### src/hw/pinballPkg.sv
`default_nettype none

package pinballPkg;

	// ********************
	// Fixed point and physics
	// ********************
	localparam int fixedPointMultiplier = 64; // Position and speed scale
	localparam int gravity = 4; // Added to Y speed per frame

	// ********************
	// Screen
	// ********************
	localparam int ballInitX = 300; // Pixels
	localparam int ballInitY = 100;
	localparam int drainLineY = 470; // Ball lost below this line

	// ********************
	// Spring and flipper
	// ********************
	localparam int springMaxLevel = 15;
	localparam int springGain = 16; // Fixed-point speed per level
	localparam int flipperKickSpeed = 128;
	localparam int flipperRiseFrames = 4;

	typedef enum logic [1:0] {
		idle,
		play,
		paused,
		drained
	} gameState;

	typedef enum logic [1:0] {
		rest,
		rising,
		up
	} flipperState;

endpackage

`default_nettype wire

### src/hw/gameControl.sv
`timescale 1ns/10ps
`default_nettype none

module gameControl (
	input  logic                 clk,
	input  logic                 resetN,
	input  logic                 startKey,
	input  logic                 pauseKey,
	input  logic signed [10:0]   topLeftY,
	output logic                 levelReset,
	output logic                 pause,
	output pinballPkg::gameState gameStateOut
);

	pinballPkg::gameState state;
	logic startKeyPrev;
	logic pauseKeyPrev;
	logic startRise;
	logic pauseRise;

	assign startRise = startKey && !startKeyPrev;
	assign pauseRise = pauseKey && !pauseKeyPrev;

	always_ff @(posedge clk or negedge resetN) begin
		if (!resetN) begin
			state <= pinballPkg::idle;
			levelReset <= 1'b0;
			startKeyPrev <= 1'b0;
			pauseKeyPrev <= 1'b0;
		end else begin
			startKeyPrev <= startKey;
			pauseKeyPrev <= pauseKey;
			levelReset <= 1'b0;
			case (state)
				pinballPkg::idle, pinballPkg::drained: begin
					if (startRise) begin
						state <= pinballPkg::play;
						levelReset <= 1'b1;
					end
				end
				pinballPkg::play: begin
					// Ball still shows the old position during levelReset
					if (!levelReset && (topLeftY > pinballPkg::drainLineY)) begin
						state <= pinballPkg::drained;
					end else if (pauseRise) begin
						state <= pinballPkg::paused;
					end
				end
				pinballPkg::paused: begin
					if (pauseRise) begin
						state <= pinballPkg::play;
					end
				end
				default: state <= pinballPkg::idle;
			endcase
		end
	end

	assign pause = (state != pinballPkg::play); // Motion frozen outside play
	assign gameStateOut = state;

endmodule

`default_nettype wire

### config.mk
export PLATFORM = sky130hd
export DESIGN_NAME = gameControl
export DESIGN_NICKNAME = d
export VERILOG_FILES = /design/src/hw/pinballPkg.sv /design/src/hw/gameControl.sv
export SDC_FILE = /design/constraint.sdc
export NUM_CORES = 1
export LEC_CHECK = 0
export ABC_AREA = 1
export CELL_PAD_IN_SITES_DETAIL_PLACEMENT = 0
export CELL_PAD_IN_SITES_GLOBAL_PLACEMENT = 1
export CORE_AREA = 5 5 42 44
export CTS_CLUSTER_SIZE = 28
export DETAILED_ROUTE_END_ITERATION = 8
export DIE_AREA = 0 0 47 49
export DONT_BUFFER_PORTS = 1
export PLACE_DENSITY = 0.48
export SYNTH_ARGS = -nofsm -noshare
export SYNTH_HDL_FRONTEND = slang
export SYNTH_SLANG_ARGS = --single-unit
### constraint.sdc
create_clock -name clk -period 1.1 [get_ports clk]
set_clock_uncertainty 0.05 [all_clocks]
set_input_delay 0.055 -clock clk [delete_from_list [all_inputs] [get_ports clk]]
set_output_delay 0.055 -clock clk [all_outputs]
set_load 0.005 [all_outputs]
==> reports/summary.txt <==
Hold WC Path Type: input pin to asynchronous set/reset pin
Share of cells above drive strength 1: 44.2%
Clock buffer depth: 2
CTS Buf Count: 3
Root buffer cell: clkbuf_4
Worst-Skew Late Latency: 0.23 ns
Final setup fails: 3
Synth warn: 0
Dpl hpwl: 526 um
Initial core utilization: 22.5%
Post-Syn Area: 315 um^2
Net switching power: 0.000431 W
Slew @ Worst Pin: 0.225 ns
Register area: 126 um^2
Residual DRC count: 0
Max-slew violations: 0
IO Count: 19
Yosys cell types: 15
Commonest cells after routing, fill and taps aside: nand2_1 (11), buf_6 (6), inv_1 (5), dfrtp_1 (4)
Post-detailed-routing wire length: 597 um
Most common cell after layout, fill and taps aside: nand2_1
Synthesized Nets: 55
Flop pwr share: 24.3%
Post-Syn Instances: 38
RR Startpoint: gameStateOut[1]
Max-cap viol count: 0
Area leader, netlist: dfrtp_1
DRT antenna net count: 0
Largest net degree at the start of global routing: 6
Final min period: 1.16 ns
Average size of a mapped cell: 8.30 um^2
Iter 0 DRT Violations: 0
Crit Reg-Reg Endpoint: gameStateOut[1]
Sum Neg Setup Slack: -0.117 ns
Worst R2R Setup Slack: -0.06 ns
Setup crit end kind: register
Number of global-route vias before repair: 287
Sink Count: 5
Fmax: 863 MHz
Comb pwr share: 59.6%
R2R cell count: 6
Antenna diodes: 0
Area Overhead vs Synth: 58.7%
Seq/Total Area, Yosys: 39.7%
Final Core Density: 35.7%
Final setup margin: -0.0588 ns
# rows: 14
GPL Wtd Cong: 0.686
Filler cell count: 158
GRT Overall Usage: 6.22%
Total power: 0.00125 W
Largest cells by area after synthesis: dfrtp_1 (40%), nand2_1 (13%), inv_1 (8.3%), ha_1 (7.9%), nand3_2 (6.3%)
Nets: 70
Run status: complete, but fails checks
Via count: 282
Area of the multi-input gates: 185 um^2
Die area: 2300 um^2
LEAKAGE: 0.248 nW
Net Sw Frac: 34.4%
Global-route wire length before repair: 1010 um
Register bit total from synthesis: 5
Final hold violation count: 0
Total grt overflow: 0
Rel. slew slack: 84.9%
Post-DR vias/cell: 4.15
Power per standard cell area: 2500 nW/um^2
Worst EP arrival: 1.23 ns
Clk slew on worst S/H paths: 0.04 ns
Yosys top cell area share: 39.7%
Pre-CTS setup slack: -0.0539 ns
Final Cycle Share: 105%
Dpl cell area: 385 um^2
Setup CP Type: register to register
Largest vdd supply drop: 1020 uV
CTS tree: done
Clock network fraction of total power: 16.1%
WL per Instance: 8.78 um
CP Launch Type: register
Worst-path maximum fanout: 3
Core area: 1400 um^2
Data required time of the critical path: 1.17 ns
RSZ-0062 raised after global routing: yes
Number of detailed-route iterations in the first pass: 1
Failing checks: setup timing
Chip Height: 49 um
Die Wd: 47 um
Internal power: 0.000822 W
Design Area, Final: 500 um^2
Initial antenna violation count: 0
# H-tree levels: 1
IO buf count: 0
-- area by class of cell --
type / instances / area share (%)
multi-input cells: 24 / 37.0
clock buffers: 4 / 5.25
repair buffers: 10 / 21.0
flip-flops and latches: 5 / 25.2
inverters: 9 / 7.50
well taps: 16 / 4.00
-- cells in the mapped netlist (all sizes together) --
cell and number:
nand2 12, inv 8, dfrtp 5, nand3 3, ha 2, nand4 2
nor2 2, and3 1, clkinv 1, nor3b 1, o21ai 1
-- worst max path at each step --
stage                    startpoint         endpoint  slack [ns]  depth (start not counted)
detailed placement  gameStateOut[1]  gameStateOut[0]       -0.05                          6
global route        gameStateOut[0]  gameStateOut[0]       -0.11                          6
CTS                 gameStateOut[0]  gameStateOut[0]       -0.06                          6
global placement    gameStateOut[0]  gameStateOut[1]       -0.03                          6
finish              gameStateOut[1]  gameStateOut[1]       -0.06                          6
floorplan           gameStateOut[1]  gameStateOut[1]       0.004                          6
-- registers in the layout, indices dropped and copies added (netlist names) --
| register | flops |
|---|---|
| levelReset | 1 |
| pauseKeyPrev | 1 |
| startKeyPrev | 1 |
| gameStateOut | 2 |
-- cells by family after synthesis --
kind of cell    share of synthesized area (%)
simple gates                             36.1
buf+inv                                  11.1
flops                                    39.7
fa+ha+maj                                7.94
compound gates                           5.16
-- power groups by stage --
stage	logic, W	registers, W	clock network, W
finish	0.000747	0.000304	0.000202
global route	0.000827	0.000308	0.000234
CTS	0.000778	0.000304	0.000215
detailed placement	0.000557	0.000303	0
global placement	0.000561	0.000297	0
floorplan	0.000364	0.000298	0
-- worst max-delay path, stage by stage, from the launching register on --
cell	delay, ns
dfrtp_1	0.38
buf_6	0.13
ha_4	0.21
o21ai_4	0.06
nand3_2	0.08
nand2_1	0.07
nand2_1	0.05
-- stage by stage --
| step | hold slack [ns] | std cells |
|---|---|---|
| 2_1_floorplan | -0.291 | 38 |
| 4_1_cts | 0.0540 | 69 |
| 5_1_grt | 0.0564 | 68 |
| 3_5_place_dp | -0.290 | 59 |
| 3_3_place_gp | -0.290 | 59 |
| 6_report | 0.0593 | 68 |
-- routing by layer --
metal	up-vias	wire length, um	global-route usage, %
li1	146	-	-
met1	124	217	4.90
met2	12	316	10.6
met3	0	63	2.58
met4	0	0	5.53
met5	-	0	0
-- timing repair --
| action | in CTS | in global routing |
|---|---|---|
| setup buffers | 3 | 0 |
| gates cloned | 0 | 0 |
| setup endpoints to repair | 3 | 6 |
| endpoints found under the hold margin | 8 | 0 |
| hold buffers | 3 | 0 |
| pin swaps | 2 | 1 |
| gates resized for setup | 10 | 3 |
Note: power is estimated with default switching activity, not from simulation.
