===== config.mk =====
export PLATFORM = sky130hd
export DESIGN_NAME = ballMotion
export DESIGN_NICKNAME = d
export VERILOG_FILES = /design/src/hw/pinballPkg.sv /design/src/hw/ballMotion.sv
export SDC_FILE = /design/constraint.sdc
export NUM_CORES = 1
export LEC_CHECK = 0
export ABC_CLOCK_PERIOD_IN_PS = 6450
export CAP_MARGIN = 20
export CORE_ASPECT_RATIO = 1.75
export CORE_MARGIN = 5
export CORE_UTILIZATION = 30
export DETAILED_ROUTE_END_ITERATION = 7
export DONT_BUFFER_PORTS = 1
export PLACE_DENSITY = 0.52
export SYNTH_ARGS = -nofsm -noshare
export SYNTH_HDL_FRONTEND = slang
export SYNTH_SLANG_ARGS = --single-unit

===== constraint.sdc =====
create_clock -name clk -period 6.45 [get_ports clk]
set_input_delay 1.29 -clock clk [delete_from_list [all_inputs] [get_ports clk]]
set_output_delay 1.29 -clock clk [all_outputs]
set_load 0.02 [all_outputs]

===== src/hw/pinballPkg.sv =====
`default_nettype none

package pinballPkg;

	// ********************
	// Fixed point and physics
	// ********************
	localparam int fixedPointMultiplier = 64; // Position and speed scale
	localparam int gravity = 4; // Added to Y speed per frame

	// ********************
	// Screen
	// ********************
	localparam int ballInitX = 300; // Pixels
	localparam int ballInitY = 100;
	localparam int drainLineY = 470; // Ball lost below this line

	// ********************
	// Spring and flipper
	// ********************
	localparam int springMaxLevel = 15;
	localparam int springGain = 16; // Fixed-point speed per level
	localparam int flipperKickSpeed = 128;
	localparam int flipperRiseFrames = 4;

	typedef enum logic [1:0] {
		idle,
		play,
		paused,
		drained
	} gameState;

	typedef enum logic [1:0] {
		rest,
		rising,
		up
	} flipperState;

endpackage

`default_nettype wire


===== src/hw/ballMotion.sv =====
`timescale 1ns/10ps
`default_nettype none

module ballMotion (
	input  logic               clk,
	input  logic               resetN,
	input  logic               startOfFrame,
	input  logic               pause,
	input  logic               levelReset,
	input  logic               collisionWall,
	input  logic               collisionFlipper,
	input  logic        [3:0]  hitEdgeCode, // {left, top, right, bottom}
	input  int                 flipperSpeedX,
	input  logic               springPulse,
	input  int                 springSpeedY,
	output logic signed [10:0] topLeftX,
	output logic signed [10:0] topLeftY
);

	int speedX;
	int speedY;
	int posXFixed;
	int posYFixed;

	// ********************
	// Vertical motion
	// ********************
	always_ff @(posedge clk or negedge resetN) begin
		if (!resetN) begin
			speedY <= 0;
			posYFixed <= pinballPkg::ballInitY * pinballPkg::fixedPointMultiplier;
		end else if (levelReset) begin
			speedY <= 0;
			posYFixed <= pinballPkg::ballInitY * pinballPkg::fixedPointMultiplier;
		end else if (!pause) begin
			if (startOfFrame) begin
				speedY <= speedY + pinballPkg::gravity;
				posYFixed <= posYFixed + speedY; // Uses speed before gravity
			end else if (collisionWall) begin
				if (hitEdgeCode[2] && (speedY < 0)) begin
					speedY <= -speedY; // Top edge, moving up
				end else if (hitEdgeCode[0] && (speedY > 0)) begin
					speedY <= -speedY; // Bottom edge, moving down
				end
			end else if (springPulse) begin
				if (hitEdgeCode[0]) begin
					speedY <= speedY + springSpeedY;
				end
			end else if (collisionFlipper) begin
				if (hitEdgeCode[0] && (speedY > 0)) begin
					speedY <= -speedY;
				end
			end
		end
	end

	// ********************
	// Horizontal motion
	// ********************
	always_ff @(posedge clk or negedge resetN) begin
		if (!resetN) begin
			speedX <= 0;
			posXFixed <= pinballPkg::ballInitX * pinballPkg::fixedPointMultiplier;
		end else if (levelReset) begin
			speedX <= 0;
			posXFixed <= pinballPkg::ballInitX * pinballPkg::fixedPointMultiplier;
		end else if (!pause) begin
			if (startOfFrame) begin
				if (posXFixed + speedX < 0) begin
					speedX <= speedX >>> 1; // Hold at left border, damp speed
				end else begin
					posXFixed <= posXFixed + speedX;
				end
			end else if (collisionWall) begin
				if (hitEdgeCode[3] && (speedX < 0)) begin
					speedX <= -speedX;
				end else if (hitEdgeCode[1] && (speedX > 0)) begin
					speedX <= -speedX;
				end
			end else if (collisionFlipper && !springPulse) begin // Spring acts on Y only
				if (hitEdgeCode[0] && (speedY > 0)) begin
					speedX <= speedX + flipperSpeedX; // Same condition as Y bounce
				end
			end
		end
	end

	// Pixel position from fixed point
	assign topLeftX = 11'(posXFixed / pinballPkg::fixedPointMultiplier);
	assign topLeftY = 11'(posYFixed / pinballPkg::fixedPointMultiplier);

endmodule

`default_nettype wire


==> reports/metrics.yaml <==
status: "finished, final reports clean"
final_max_slew_viol_count: 0
portBuffers: 0
routedWlPerCell_um: 21.70
cts_buffers: 17
multiInputGateArea_sq_um: 10360
nFillCells: 4933
core_region_area_sq_um: 46900
die_h_um: 297.7
maxCapViolCount: 0
startpoint_type: "input port"
max_slew_margin_pct: 27.96
die_area_sq_um: 51900
rsz0062_at_grt: "false"
synth-seq-cells: 127
place_hpwl_um: 38790
tns_ns: 0
core.rowCount: 105
synth.top_cells.by_count: "192 x nand2_1, 185 x o21ai_0, 154 x a21oi_1, 135 x nor2_1, 130 x ha_1"
cts_resized: 0
antenna_found_initial: 2
clock_skew_ns: 0.01181
final_net_count: 1981
cts.sinks: 127
required_ns: 6.80
synth.most_common_cell: "nand2_1"
clockRootBuffer: "clkbuf_16"
drtIter0Drc: 981
p_leak_nw: 6.449
wl_um: 51510
critical_path_class: "input port to register"
htreeDepth: 4
syn_area_sq_um: 14180
final_period_minus_worst_setup_slack_ns: 4.459
die_x_um: 174.4
grt_pass1_wl_um: 80320
regArea_sq_um: 3187
critPathCaptureType: "register"
syn_area_per_cell_sq_um: 7.676
setup_violations: 0
netlist.top_cell.by_area: "dfrtp_1"
min_period_over_period_pct: 69.13
crit_fanout: 6
power_density_nw_per_um2: 295.8
via_per_inst: 5.937
worst_pin_slew_ns: 1.071
ir_drop_mv: 0.1831
cts_max_path_buffers: 2
min_path_type: "register to register"
grt_max_degree: 128
synth-async-reset-ratio_pct: 100.0
initial_utilization_pct: 30.24
yosysSeqAreaShare_pct: 22.47
drive_gt1_share_pct: 4.036
place_congestion: 0.9040
synth.distinct_cells: 80
firstDrtPassIters: 5
ant_nets: 0
max_freq_ghz: 0.2243
overflow: 0
synth_top_area_share_pct: 21.17
synth_edf_count: 0
drc: 0
synth_nets: 2058
crit_arrival_ns: 4.81
vias: 14089
areaGrowthSynthToFinish_pct: 6.598
tritoncts: "built"
holdWs_ns: 0.4728
synth_flop_cell: "dfrtp_1"
clk_latency_ns: 0.45
postCtsHoldBufs: 0
grtUsageTotal_pct: 19.40
hold_viol_final: 0
ys_warn_count: 0
synthCells: 1848
io_pins: 98
path_clk_slew_ns: 0.06
yosys-top-cells-area: "dfrtp_1 21%, ha_1 11%, o21ai_0 6.5%"
cts_setup_buffers: 0
grt_pass1_vias: 14068
## worst max-delay path, cell delays in order
cell and delay (ns):
ha_1 0.36, and3_1 0.19, a21boi_0 0.27, a211oi_1 0.17
nor4_1 0.91, o21ai_0 0.45, o21ai_0 0.36, nor3_1 0.10
a311o_1 0.34, o31a_1 0.30, o31ai_1 0.06
## area by class of cell
class	instances	area share [%]
Sequential cell	127	21.08
Clock inverter	7	0.4137
Antenna cell	1	0.01655
Clock buffer	25	3.211
Multi-Input combinational cell	1568	68.52
Tap cell	588	4.866
Timing Repair Buffer	16	0.8771
Inverter	41	1.018
## flip-flops by register name (all words and copies together) (netlist names)
register and flops:
posYFixed 32, speedX 32, speedY 32, posXFixed 31
## final timing paths
path | startpoint | to | slack, ns | cells past startpoint
max | springSpeedY[8] | speedY[31] | 1.99 | 11
min | posXFixed[0] | posXFixed[0] | 0.47 | 2
max reg2reg | speedY[0] | posYFixed[28] | 2.03 | 12
min reg2reg | posXFixed[0] | posXFixed[0] | 0.47 | 2
max in group asynchronous | resetN | speedY[18] | 5.62 | 0
min in group asynchronous | resetN | posXFixed[7] | 0.54 | 0
## cells in the final DEF (no fill, tap or decap), drive strengths merged, types with 8 or more instances in the layout
cell      n
o21ai   190
nor2    135
a21oi   155
o211ai   23
nand2b   20
nand3    50
or4      20
nand2   193
nor4     17
dfrtp   120
ha      130
a222oi    8
a221oi    9
inv      41
a311oi    9
nor2b    24
a21o     50
o311ai   20
nand4    17
o31ai    49
mux2i    11
o21bai   10
xor2     57
buf      16
or3      22
a211oi   25
a22o     10
a22oi    10
clkbuf   25
o21a     20
and3     30
xnor2    79
nor3     48
a31oi    21
o22ai    11
## metal layers
metal	vias up	GRT usage, %	routed length, um
li1	6798	-	-
met1	6788	20.05	18870
met2	382	36.84	27550
met3	119	4.236	2824
met4	2	8.832	2246
met5	-	0	13
## cells by family after synthesis
logic type	synth area share, %
AOI/OAI and AO/OA	30.81
xor gates and xnor gates	8.397
adders and majority gates	12.03
buffers and inverters	4.587
DFF	22.47
muxes	0.8556
and+or+nand+nor	20.85
## per-stage QoR
stage                     utilization [%]  cell area [sq um]  power (W)  setup WS, ns  std cells
after floorplan                         -              14180   0.002993         2.416       1848
after global placement              31.02              14550   0.003484         1.687       2339
after detailed placement            31.02              14550   0.003514         1.575       2339
after CTS                           32.19              15100   0.004489         1.804       2371
after global routing                32.23              15120   0.004813         1.666       2372
final                               32.24              15120   0.004472         1.991       2373
## where the power goes
part	leakage, nW	switching (W)	internal, W	total, W
Clock	0.271	0.000390	0.000557	0.000947
Sequential	1.68	0.000345	0.000958	0.00130
Combinational	4.49	0.00131	0.000910	0.00222
(Power assumes the default switching activity.)
