===== src/hw/pinballPkg.sv =====
`default_nettype none

package pinballPkg;

	// ********************
	// Fixed point and physics
	// ********************
	localparam int fixedPointMultiplier = 64; // Position and speed scale
	localparam int gravity = 4; // Added to Y speed per frame

	// ********************
	// Screen
	// ********************
	localparam int ballInitX = 300; // Pixels
	localparam int ballInitY = 100;
	localparam int drainLineY = 470; // Ball lost below this line

	// ********************
	// Spring and flipper
	// ********************
	localparam int springMaxLevel = 15;
	localparam int springGain = 16; // Fixed-point speed per level
	localparam int flipperKickSpeed = 128;
	localparam int flipperRiseFrames = 4;

	typedef enum logic [1:0] {
		idle,
		play,
		paused,
		drained
	} gameState;

	typedef enum logic [1:0] {
		rest,
		rising,
		up
	} flipperState;

endpackage

`default_nettype wire


===== src/hw/springLauncher.sv =====
`timescale 1ns/10ps
`default_nettype none

module springLauncher (
	input  logic clk,
	input  logic resetN,
	input  logic startOfFrame,
	input  logic pause,
	input  logic levelReset,
	input  logic springKey,
	input  logic collisionSpring,
	output logic springPulse,
	output int   springSpeedY
);

	int level;
	logic springKeyPrev;
	logic keyReleased;

	assign keyReleased = springKeyPrev && !springKey;

	// ********************
	// Compression and launch
	// ********************
	always_ff @(posedge clk or negedge resetN) begin
		if (!resetN) begin
			level <= 0;
			springKeyPrev <= 1'b0;
			springPulse <= 1'b0;
		end else begin
			springKeyPrev <= springKey;
			springPulse <= 1'b0;
			if (levelReset) begin
				level <= 0;
			end else if (keyReleased) begin
				level <= 0;
				springPulse <= collisionSpring; // Launch only with ball on spring
			end else if (springKey && startOfFrame && !pause) begin
				if (level < pinballPkg::springMaxLevel) begin
					level <= level + 1;
				end
			end
		end
	end

	// Upward speed, valid with the pulse
	always_ff @(posedge clk) begin
		if (keyReleased) begin
			springSpeedY <= -(level * pinballPkg::springGain);
		end
	end

endmodule

`default_nettype wire


===== config.mk =====
export PLATFORM = sky130hd
export DESIGN_NAME = springLauncher
export DESIGN_NICKNAME = d
export VERILOG_FILES = /design/src/hw/pinballPkg.sv /design/src/hw/springLauncher.sv
export SDC_FILE = /design/constraint.sdc
export NUM_CORES = 1
export LEC_CHECK = 0
export ABC_AREA = 1
export BUFFER_PORTS_ARGS = -buffer_cell sky130_fd_sc_hd__buf_4
export CAP_MARGIN = 20
export CELL_PAD_IN_SITES_DETAIL_PLACEMENT = 0
export CELL_PAD_IN_SITES_GLOBAL_PLACEMENT = 2
export CORE_MARGIN = 2
export CORE_UTILIZATION = 34
export CTS_CLUSTER_DIAMETER = 80
export DETAILED_ROUTE_END_ITERATION = 12
export HOLD_SLACK_MARGIN = 0.06
export PLACE_DENSITY_LB_ADDON = 0.2
export SLEW_MARGIN = 20
export SYNTH_ARGS = -nofsm -noshare
export SYNTH_HDL_FRONTEND = slang
export SYNTH_SLANG_ARGS = --single-unit

===== constraint.sdc =====
create_clock -name clk -period 2.1 [get_ports clk]
set_input_delay 0.42 -clock clk [delete_from_list [all_inputs] [get_ports clk]]
set_output_delay 0.42 -clock clk [all_outputs]
set_load 0.01 [all_outputs]

==> results of run 1 <==
[metrics by stage]
step	setup slack, ps	utilization	total power, W
global route	6.446	0.4155	0.003404
CTS	84.48	0.4149	0.003325
finish	143.9	0.4155	0.003294
detailed placement	102.7	0.3851	0.001549
floorplan	98.83	-	0.001448
global placement	114.2	0.3851	0.001547
[layer usage]
| metal | vias to the layer above | routed length, µm |
|---|---|---|
| met2 | 87 | 5902 |
| met1 | 1795 | 6050 |
| li1 | 1966 | - |
| met4 | 0 | 315 |
| met5 | - | 0 |
| met3 | 18 | 608 |
[what timing repair did]
action,CTS,global route
hold buffers,1,0
endpoints found under the hold margin,4,0
buffers inserted,0,1
setup endpoints to repair,0,2
[cell type report]
| cell class | count | area, µm² |
|---|---|---|
| Sequential cell | 62 | 1692 |
| Inverter | 54 | 207.7 |
| Timing Repair Buffer | 60 | 478.0 |
| Clock buffer | 9 | 225.2 |
| Multi-Input combinational cell | 455 | 2082 |
| Clock inverter | 7 | 122.6 |
| Fill cell | 1273 | 7020 |
| Tap cell | 147 | 183.9 |
[synthesized netlist by cell type]
cell / n / area, µm²
nand2_1: 206 / 773.2
nor2_1: 104 / 390.4
nand3_1: 55 / 275.3
inv_1: 38 / 142.6
dfrtp_1: 34 / 850.8
edfxtp_1: 28 / 840.8
xor2_1: 25 / 219.0
inv_2: 13 / 48.80
nor3_1: 13 / 65.06
nand4_1: 11 / 68.82
buf_2: 10 / 50.05
nand2_2: 10 / 62.56
o21ai_0: 9 / 45.04
nor2_4: 8 / 90.09
buf_4: 7 / 52.55
buf_6: 7 / 78.83
clkbuf_1: 5 / 18.77
nor4_1: 5 / 31.28
buf_1: 2 / 7.510
clkinv_2: 2 / 10.01
ha_1: 2 / 25.02
nor2_2: 2 / 12.51
conb_1: 1 / 3.750
inv_4: 1 / 6.260
xnor2_1: 1 / 8.760
[logic make-up after synthesis]
logic type               after synthesis
other                                  1
XOR/XNOR                              26
AND/OR/NAND/NOR                      414
buffers and inverters                 85
flip-flops                            62
adder cells (fa/ha/maj)                2
AO/OA/AOI/OAI                          9
[power breakdown]
group / switching, W / internal (W) / total (W)
Sequential: 0.00000690 / 0.00130 / 0.00131
Combinational: 0.000138 / 0.0000769 / 0.000215
Clock: 0.000608 / 0.00116 / 0.00177
Total: 0.000753 / 0.00254 / 0.00329
[worst paths after layout]
kind	startpoint	to	slack [ps]
setup / recovery	level[2]	springSpeedY[23]	140
hold / removal	springKey	springKeyPrev	190
setup reg to reg	level[2]	springSpeedY[23]	140
hold reg to reg	level[0]	springSpeedY[4]	540
max in group asynchronous	resetN	level[22]	1160
min in group asynchronous	resetN	springPulse	580
[registers in the layout (all words and copies together), names as in the netlist]
register,cells
level,32
springSpeedY,28
springKeyPrev,1
springPulse,1
==> flow_summary.yaml, run 1 <==
run_status:
  status: "finished, final reports clean"
finish:
  layout_common_cells: "nand2_1 (206), nor2_1 (104), buf_4 (57)"
  drive_above_1_share: 0.1716
  design_area_mm2: 0.004991
  fin_nets: 651
  instances_no_fill: 794
  n_antenna_cell: 0
  final_common_cell: "nand2_1"
  area_delta_synth_final_pct: 19.47
timing:
  setup_tns_ps: 0
  hold_violations: 0
  hold_ws_ps: 194.6
  drv_slew: 0
  layout_min_cycle_time_ps: 1956
  setup_viol: 0
  skew_ps: 6.695
  max_freq_ghz: 0.5112
  finalCritPeriodShare: 0.9315
  rsz0062_at_grt: "no"
yosys:
  postSynthAreaPerCell_um2: 6.975
  yosys.area_share.xor_xnor: 0.05451
  synth_mux_area_frac: 0
  synth_seq_area_share: 0.4049
  yosys_warnings: 0
  synth_cell_types: 25
  syn_inst: 599
  synth_compound_area_frac: 0.01078
  netlist_area_mm2: 0.004178
  synth_fa_ha_area_frac: 0.005990
  synth-simple-area-share: 0.4235
  ys_seq_elements: 62
  synth_top_family_by_area: "simple AND/OR/NAND/NOR gates"
power_and_ir_drop:
  power_density_mw_per_mm2: 660.0
  peakVddDrop_v: 0.0002812
  leakagePower_nw: 2.426
clocking:
  cts_resized: 0
  numCtsBuffers: 9
  clockRootBuffer: "clkbuf_16"
  clk-insertion-delay-late_ps: 350
  clock_sinks: 62
  path_clk_slew_ps: 60
  htree_levels: 3
  clk_path_buf_depth: 2
  cts_tree: "built"
critical_path:
  cp.required_ps: 2200
  critPathTopFamily: "simple AND/OR/NAND/NOR gates"
  startpoint_type: "flop"
  crit_path_cell_trace: "inv_2 > nand3_1 > nor2_2 > nand2_2 > nor2_4 > nand2_2 > nor2_4 > nand2_1 > nand2_1 > nand2_1"
  cp_max_fo: 8
  end_kind: "flop"
  crit_path_top_delay_cell: "dfrtp_1"
  arrival_ps: 2060
  critPathMaxStageDelay_ps: 480
  r2r_cells: 10
  cp.depth: 10
  crit_buf_inv: 1
  cpMostUsedCell: "nand2_1"
  path_class: "flop to flop"
detailed_routing:
  totalWireLength_um: 12880
  antenna_left: 0
  drtPass1Iterations: 4
  drc: 0
  via_per_inst: 4.869
  via_count: 3866
  drtIter0Drc: 191
  wire_per_inst_um: 16.22
hold_path:
  min_path_type: "input pin to flop"
  whs_path_depth: 1
global_routing:
  grt_pass1_wl_um: 20630
  grt_use_met2: 0.3349
  grt.busiest_layer: "met2"
  grt_max_degree: 38
  grt-ovfl-total: 0
  grt_use_met1: 0.2870
  grt_pass1_vias: 3801
  antenna_found_initial: 0
  grt.total_usage: 0.2119
  use_met3: 0.04164
die:
  core_mm2: 0.01201
  die_w_um: 114.9
  die_height_um: 114.9
  placementRows: 40
  io_pins: 40
  start_util: 0.3478
  fp.dieArea_mm2: 0.01319
run:
  drv_cap: 0
placed_design:
  hpwl_um: 9688
  placed_cell_area_mm2: 0.004626
  gp_congestion: 0.8847
  place.port_buffers: 35
  dp_cells: 776
Note: power is estimated with default switching activity, not from simulation.
==> run 2, diff against run 1 <==
==> constraint.sdc (replaced) <==
create_clock -name clk -period 1.8 [get_ports clk]
set_input_delay 0.36 -clock clk [delete_from_list [all_inputs] [get_ports clk]]
set_output_delay 0.36 -clock clk [all_outputs]
set_load 0.01 [all_outputs]
==> flow_summary.yaml, run 2 (same netlist as run 1, synthesis figures left out) <==
run_status:
  status: "finished, final reports clean"
detailed_routing:
  totalWireLength_um: 13570
  antenna_left: 0
  drtIter0Drc: 203
  wire_per_inst_um: 16.28
  drc: 0
  via_per_inst: 4.776
  drtPass1Iterations: 4
  via_count: 3978
global_routing:
  grt_pass1_wl_um: 21130
  antenna_found_initial: 0
  grt-ovfl-total: 0
  grt.total_usage: 0.2158
  grt_pass1_vias: 3859
  grt_max_degree: 38
timing:
  setup_viol: 0
  hold_ws_ps: 142.9
  rsz0062_at_grt: "yes"
  finalCritPeriodShare: 0.9532
  setup_tns_ps: 0
  skew_ps: 5.124
  max_freq_ghz: 0.5828
  layout_min_cycle_time_ps: 1716
  drv_slew: 0
  hold_violations: 0
die:
  fp.dieArea_mm2: 0.01319
  placementRows: 40
  start_util: 0.3478
  io_pins: 40
  core_mm2: 0.01201
  die_height_um: 114.9
  die_w_um: 114.9
placed_design:
  gp_congestion: 0.9560
  place.port_buffers: 35
  hpwl_um: 10120
clocking:
  path_clk_slew_ps: 50
  htree_levels: 3
  clock_sinks: 62
  clk-insertion-delay-late_ps: 340
  cts_tree: "built"
  numCtsBuffers: 9
  clockRootBuffer: "clkbuf_16"
  clk_path_buf_depth: 2
critical_path:
  crit_path_cell_trace: "buf_4 > inv_4 > nand3_4 > nor2_4 > nand2_2 > nor2_4 > nand2_2 > nor2_4 > nand2_1 > nand2_1 > nand2_1"
  path_class: "flop to flop"
  crit_path_top_delay_cell: "dfrtp_1"
  end_kind: "flop"
  critPathMaxStageDelay_ps: 410
  reg2reg_to: "springSpeedY[23]"
  crit_path_start: "level[1]"
  startpoint_type: "flop"
  cp.required_ps: 1890
  r2r_slack_ps: 80
  cp_max_fo: 5
  critPathCapture: "springSpeedY[23]"
  r2r-start: "level[1]"
  r2r_cells: 11
  arrival_ps: 1810
power_and_ir_drop:
  power_density_mw_per_mm2: 657.5
  peakVddDrop_v: 0.0003214
  leakagePower_nw: 2.628
  power_w: 0.003532
finish:
  layout_common_cells: "nand2_1 (203), buf_4 (93), nor2_1 (89)"
  top_register: "level"
  n_antenna_cell: 0
  area_delta_synth_final_pct: 28.57
  largest_reg_flops: 32
  fin_nets: 690
  reg_top3: "level (32), springSpeedY (28)"
  regArea_mm2: 0.001702
  multiInputGateArea_mm2: 0.002192
  final_common_cell: "nand2_1"
  drive_above_1_share: 0.2697
  fillCellCount: 1253
hold_path:
  min_path_type: "input pin to flop"
run:
  drv_cap: 0
-- run 2: cell count changes in the layout (fill, tap and decap cells not counted), sizes merged --
cell and delta:
buf +39, clkbuf +3, clkinvlp -1, bufinv -2
-- run 2: power breakdown --
group          internal, W  total [W]  switching (W)
combinational     0.000113   0.000285       0.000172
sequential         0.00152    0.00153     0.00000828
clock              0.00107    0.00172       0.000652
total              0.00270    0.00353       0.000832
-- run 2: timing repair --
item | in CTS | in global routing
endpoints found under the hold margin | 34 | 0
pin swaps | 4 | 6
resized for setup | 8 | 38
buffers inserted | 2 | 7
hold buffers | 1 | 0
endpoints found under the setup margin | 4 | 40
-- run 2: critical path: cells and delay by family (launching register included) --
kind	cells	cell delay, ps
and+or+nand+nor	9	820
DFF	1	410
buffers and inverters	2	240
-- run 2: final cells by class --
cell class              count  share of cell area
clock inverters             4            0.008852
well taps                 147             0.03424
clock buffers              12             0.04403
flip-flops and latches     62              0.3168
inverters                  54             0.03913
multi-input cells         455              0.4081
repair buffers             99              0.1488
-- run 2: how the worst min path moves through the flow --
stage	from	endpoint	slack, ps	cells after the start
2_1_floorplan	resetN	level[0]	60	0
3_3_place_gp	resetN	level[1]	360	1
3_5_place_dp	resetN	springKeyPrev	360	1
4_1_cts	springKey	springKeyPrev	130	1
5_1_grt	springKey	springKeyPrev	130	1
6_report	springKey	springKeyPrev	140	1
-- run 2: metrics by stage --
step	area, µm²	worst slack (ps)	cells	util
5_1_grt	5371	-16.46	833	0.4472
6_report	5371	84.17	833	0.4472
3_3_place_gp	4883	-34.01	807	0.4066
3_5_place_dp	4883	-40.02	807	0.4066
4_1_cts	5214	2.427	826	0.4341
2_1_floorplan	4190	61.49	602	-
-- run 2: metal layers --
layer / vias to the layer above / global-route usage / part of all wire
li1: 2037 / - / -
met1: 1803 / 0.2992 / 0.48
met2: 114 / 0.3302 / 0.45
met3: 24 / 0.02952 / 0.044
met4: 0 / 0.1092 / 0.031
met5: - / 0 / 0
==> run 3, diff against run 2 <==
--- a/config.mk
+++ b/config.mk
@@ -11,7 +11,7 @@
 export CELL_PAD_IN_SITES_DETAIL_PLACEMENT = 0
 export CELL_PAD_IN_SITES_GLOBAL_PLACEMENT = 2
 export CORE_MARGIN = 2
-export CORE_UTILIZATION = 34
+export CORE_UTILIZATION = 36
 export CTS_CLUSTER_DIAMETER = 80
 export DETAILED_ROUTE_END_ITERATION = 12
 export HOLD_SLACK_MARGIN = 0.06
==> constraint.sdc (replaced) <==
create_clock -name clk -period 2.1 [get_ports clk]
set_input_delay 0.42 -clock clk [delete_from_list [all_inputs] [get_ports clk]]
set_output_delay 0.42 -clock clk [all_outputs]
set_load 0.01 [all_outputs]
==> flow_summary.yaml, run 3 (same netlist as run 1, synthesis figures left out) <==
die:
  core_mm2: 0.01137
  die_w_um: 111.7
  die_height_um: 111.7
  placementRows: 39
  start_util: 0.3674
  fp.dieArea_mm2: 0.01248
  io_pins: 40
critical_path:
  crit_path_top_delay_cell: "nor3_1"
  end_kind: "flop"
  cpMostUsedCell: "nand2_1"
  arrival_ps: 2210
  cp.required_ps: 2380
  crit_buf_inv: 1
  reg2reg_to: "level[3]"
  path_class: "flop to flop"
  crit_path_cell_trace: "nor3_1 > nand2_1 > nor2_1 > nand2_1 > nand2_2 > nand2_2 > nand2_2 > buf_12 > nand2_1 > nand2_1"
  r2r-start: "level[28]"
  startpoint_type: "flop"
  cp_max_fo: 29
  r2r_slack_ps: 170
  r2r_cells: 10
  critPathTopFamily: "simple AND/OR/NAND/NOR gates"
  critPathMaxStageDelay_ps: 440
timing:
  layout_min_cycle_time_ps: 1934
  max_freq_ghz: 0.5170
  setup_ws_ps: 165.9
  finalCritPeriodShare: 0.9210
  setup_tns_ps: 0
  skew_ps: 8.561
  rsz0062_at_grt: "no"
  drv_slew: 0
  setup_viol: 0
  hold_violations: 0
detailed_routing:
  via_per_inst: 4.925
  drc: 0
  totalWireLength_um: 12900
  via_count: 3881
  drtIter0Drc: 240
  antenna_left: 0
  wire_per_inst_um: 16.37
  drtPass1Iterations: 5
finish:
  fin_nets: 649
  area_delta_synth_final_pct: 18.18
  layout_common_cells: "nand2_1 (206), nor2_1 (104), buf_4 (56)"
  drive_above_1_share: 0.1721
  largest_reg_flops: 32
  top_register: "level"
  reg_top3: "level (32), springSpeedY (28)"
  instances_no_fill: 788
  n_antenna_cell: 0
  final_common_cell: "nand2_1"
  fin_util: 0.4342
  fillCellCount: 1208
  regArea_mm2: 0.001692
  multiInputGateArea_mm2: 0.002092
  design_area_mm2: 0.004937
power_and_ir_drop:
  peakVddDrop_v: 0.0003724
  leakagePower_nw: 2.412
  power_density_mw_per_mm2: 624.9
clocking:
  numCtsBuffers: 9
  cts_setup_buffers: 0
  clockRootBuffer: "clkbuf_16"
  path_clk_slew_ps: 60
  clk-insertion-delay-late_ps: 340
  clk_path_buf_depth: 2
  postCtsHoldBufs: 0
  cts_tree: "built"
  htree_levels: 3
  clock_sinks: 62
placed_design:
  hpwl_um: 9624
  pre_cts_ws_ps: 95.78
  dp_cells: 772
  gp_congestion: 0.9024
  placed_cell_area_mm2: 0.004621
  place.port_buffers: 35
global_routing:
  grt.total_usage: 0.2149
  grt_pass1_vias: 3692
  grt-ovfl-total: 0
  grt_pass1_wl_um: 20640
  antenna_found_initial: 0
  grt_max_degree: 38
run:
  drv_cap: 0
run_status:
  status: "finished, final reports clean"
hold_path:
  min_path_type: "input pin to asynchronous set/reset pin"
-- run 3: power breakdown --
| group | leakage, nW | total, W | switching (W) | internal (W) |
|---|---|---|---|---|
| clock network | 0.147 | 0.00156 | 0.000631 | 0.000934 |
| logic | 1.52 | 0.000212 | 0.000138 | 0.0000739 |
| registers | 0.744 | 0.00131 | 0.00000712 | 0.00130 |
| total | 2.41 | 0.00309 | 0.000777 | 0.00231 |
-- run 3: worst reg2reg max path: stages (launching register included) --
cell     delay, ps
dfrtp_1        410
nor3_1         440
nand2_1        130
nor2_1         170
nand2_1        120
nand2_2        110
nand2_2         50
nand2_2         80
buf_12         190
nand2_1         90
nand2_1         70
-- run 3: per-stage QoR --
stage	power, W	hold slack [ps]
after detailed placement	0.001547	427.0
after floorplan	0.001448	124.4
final	0.003085	43.22
after global routing	0.003192	74.09
after global placement	0.001543	415.1
after CTS	0.003113	62.20
-- run 3: repair_timing --
| item | 4_1_cts | 5_1_grt |
|---|---|---|
| endpoints found under the hold margin | 0 | 0 |
| endpoints found under the setup margin | 0 | 2 |
| resized for setup | 0 | 2 |
-- run 3: final cells by class --
cell class | count | share of cell area
Clock inverter | 7 | 0.01647
Inverter | 54 | 0.04207
Clock buffer | 9 | 0.04562
Tap cell | 143 | 0.03624
Multi-Input combinational cell | 455 | 0.4237
Timing Repair Buffer | 58 | 0.09326
Sequential cell | 62 | 0.3426
-- run 3: layer usage --
metal / global-route usage / up-vias / wire, µm
met3: 0.02450 / 20 / 614
met1: 0.2958 / 1799 / 6022
met2: 0.3446 / 108 / 5939
li1: - / 1954 / -
met5: 0 / - / 0
met4: 0.08971 / 0 / 327
-- run 3: worst max-delay path by stage --
stage                     depth (start not counted)      start               end
after floorplan                                   4  springKey  springSpeedY[10]
after global placement                           10   level[2]  springSpeedY[25]
after detailed placement                         10   level[2]  springSpeedY[25]
after CTS                                        10   level[2]  springSpeedY[25]
after global routing                             10  level[28]          level[8]
final                                            10  level[28]          level[3]
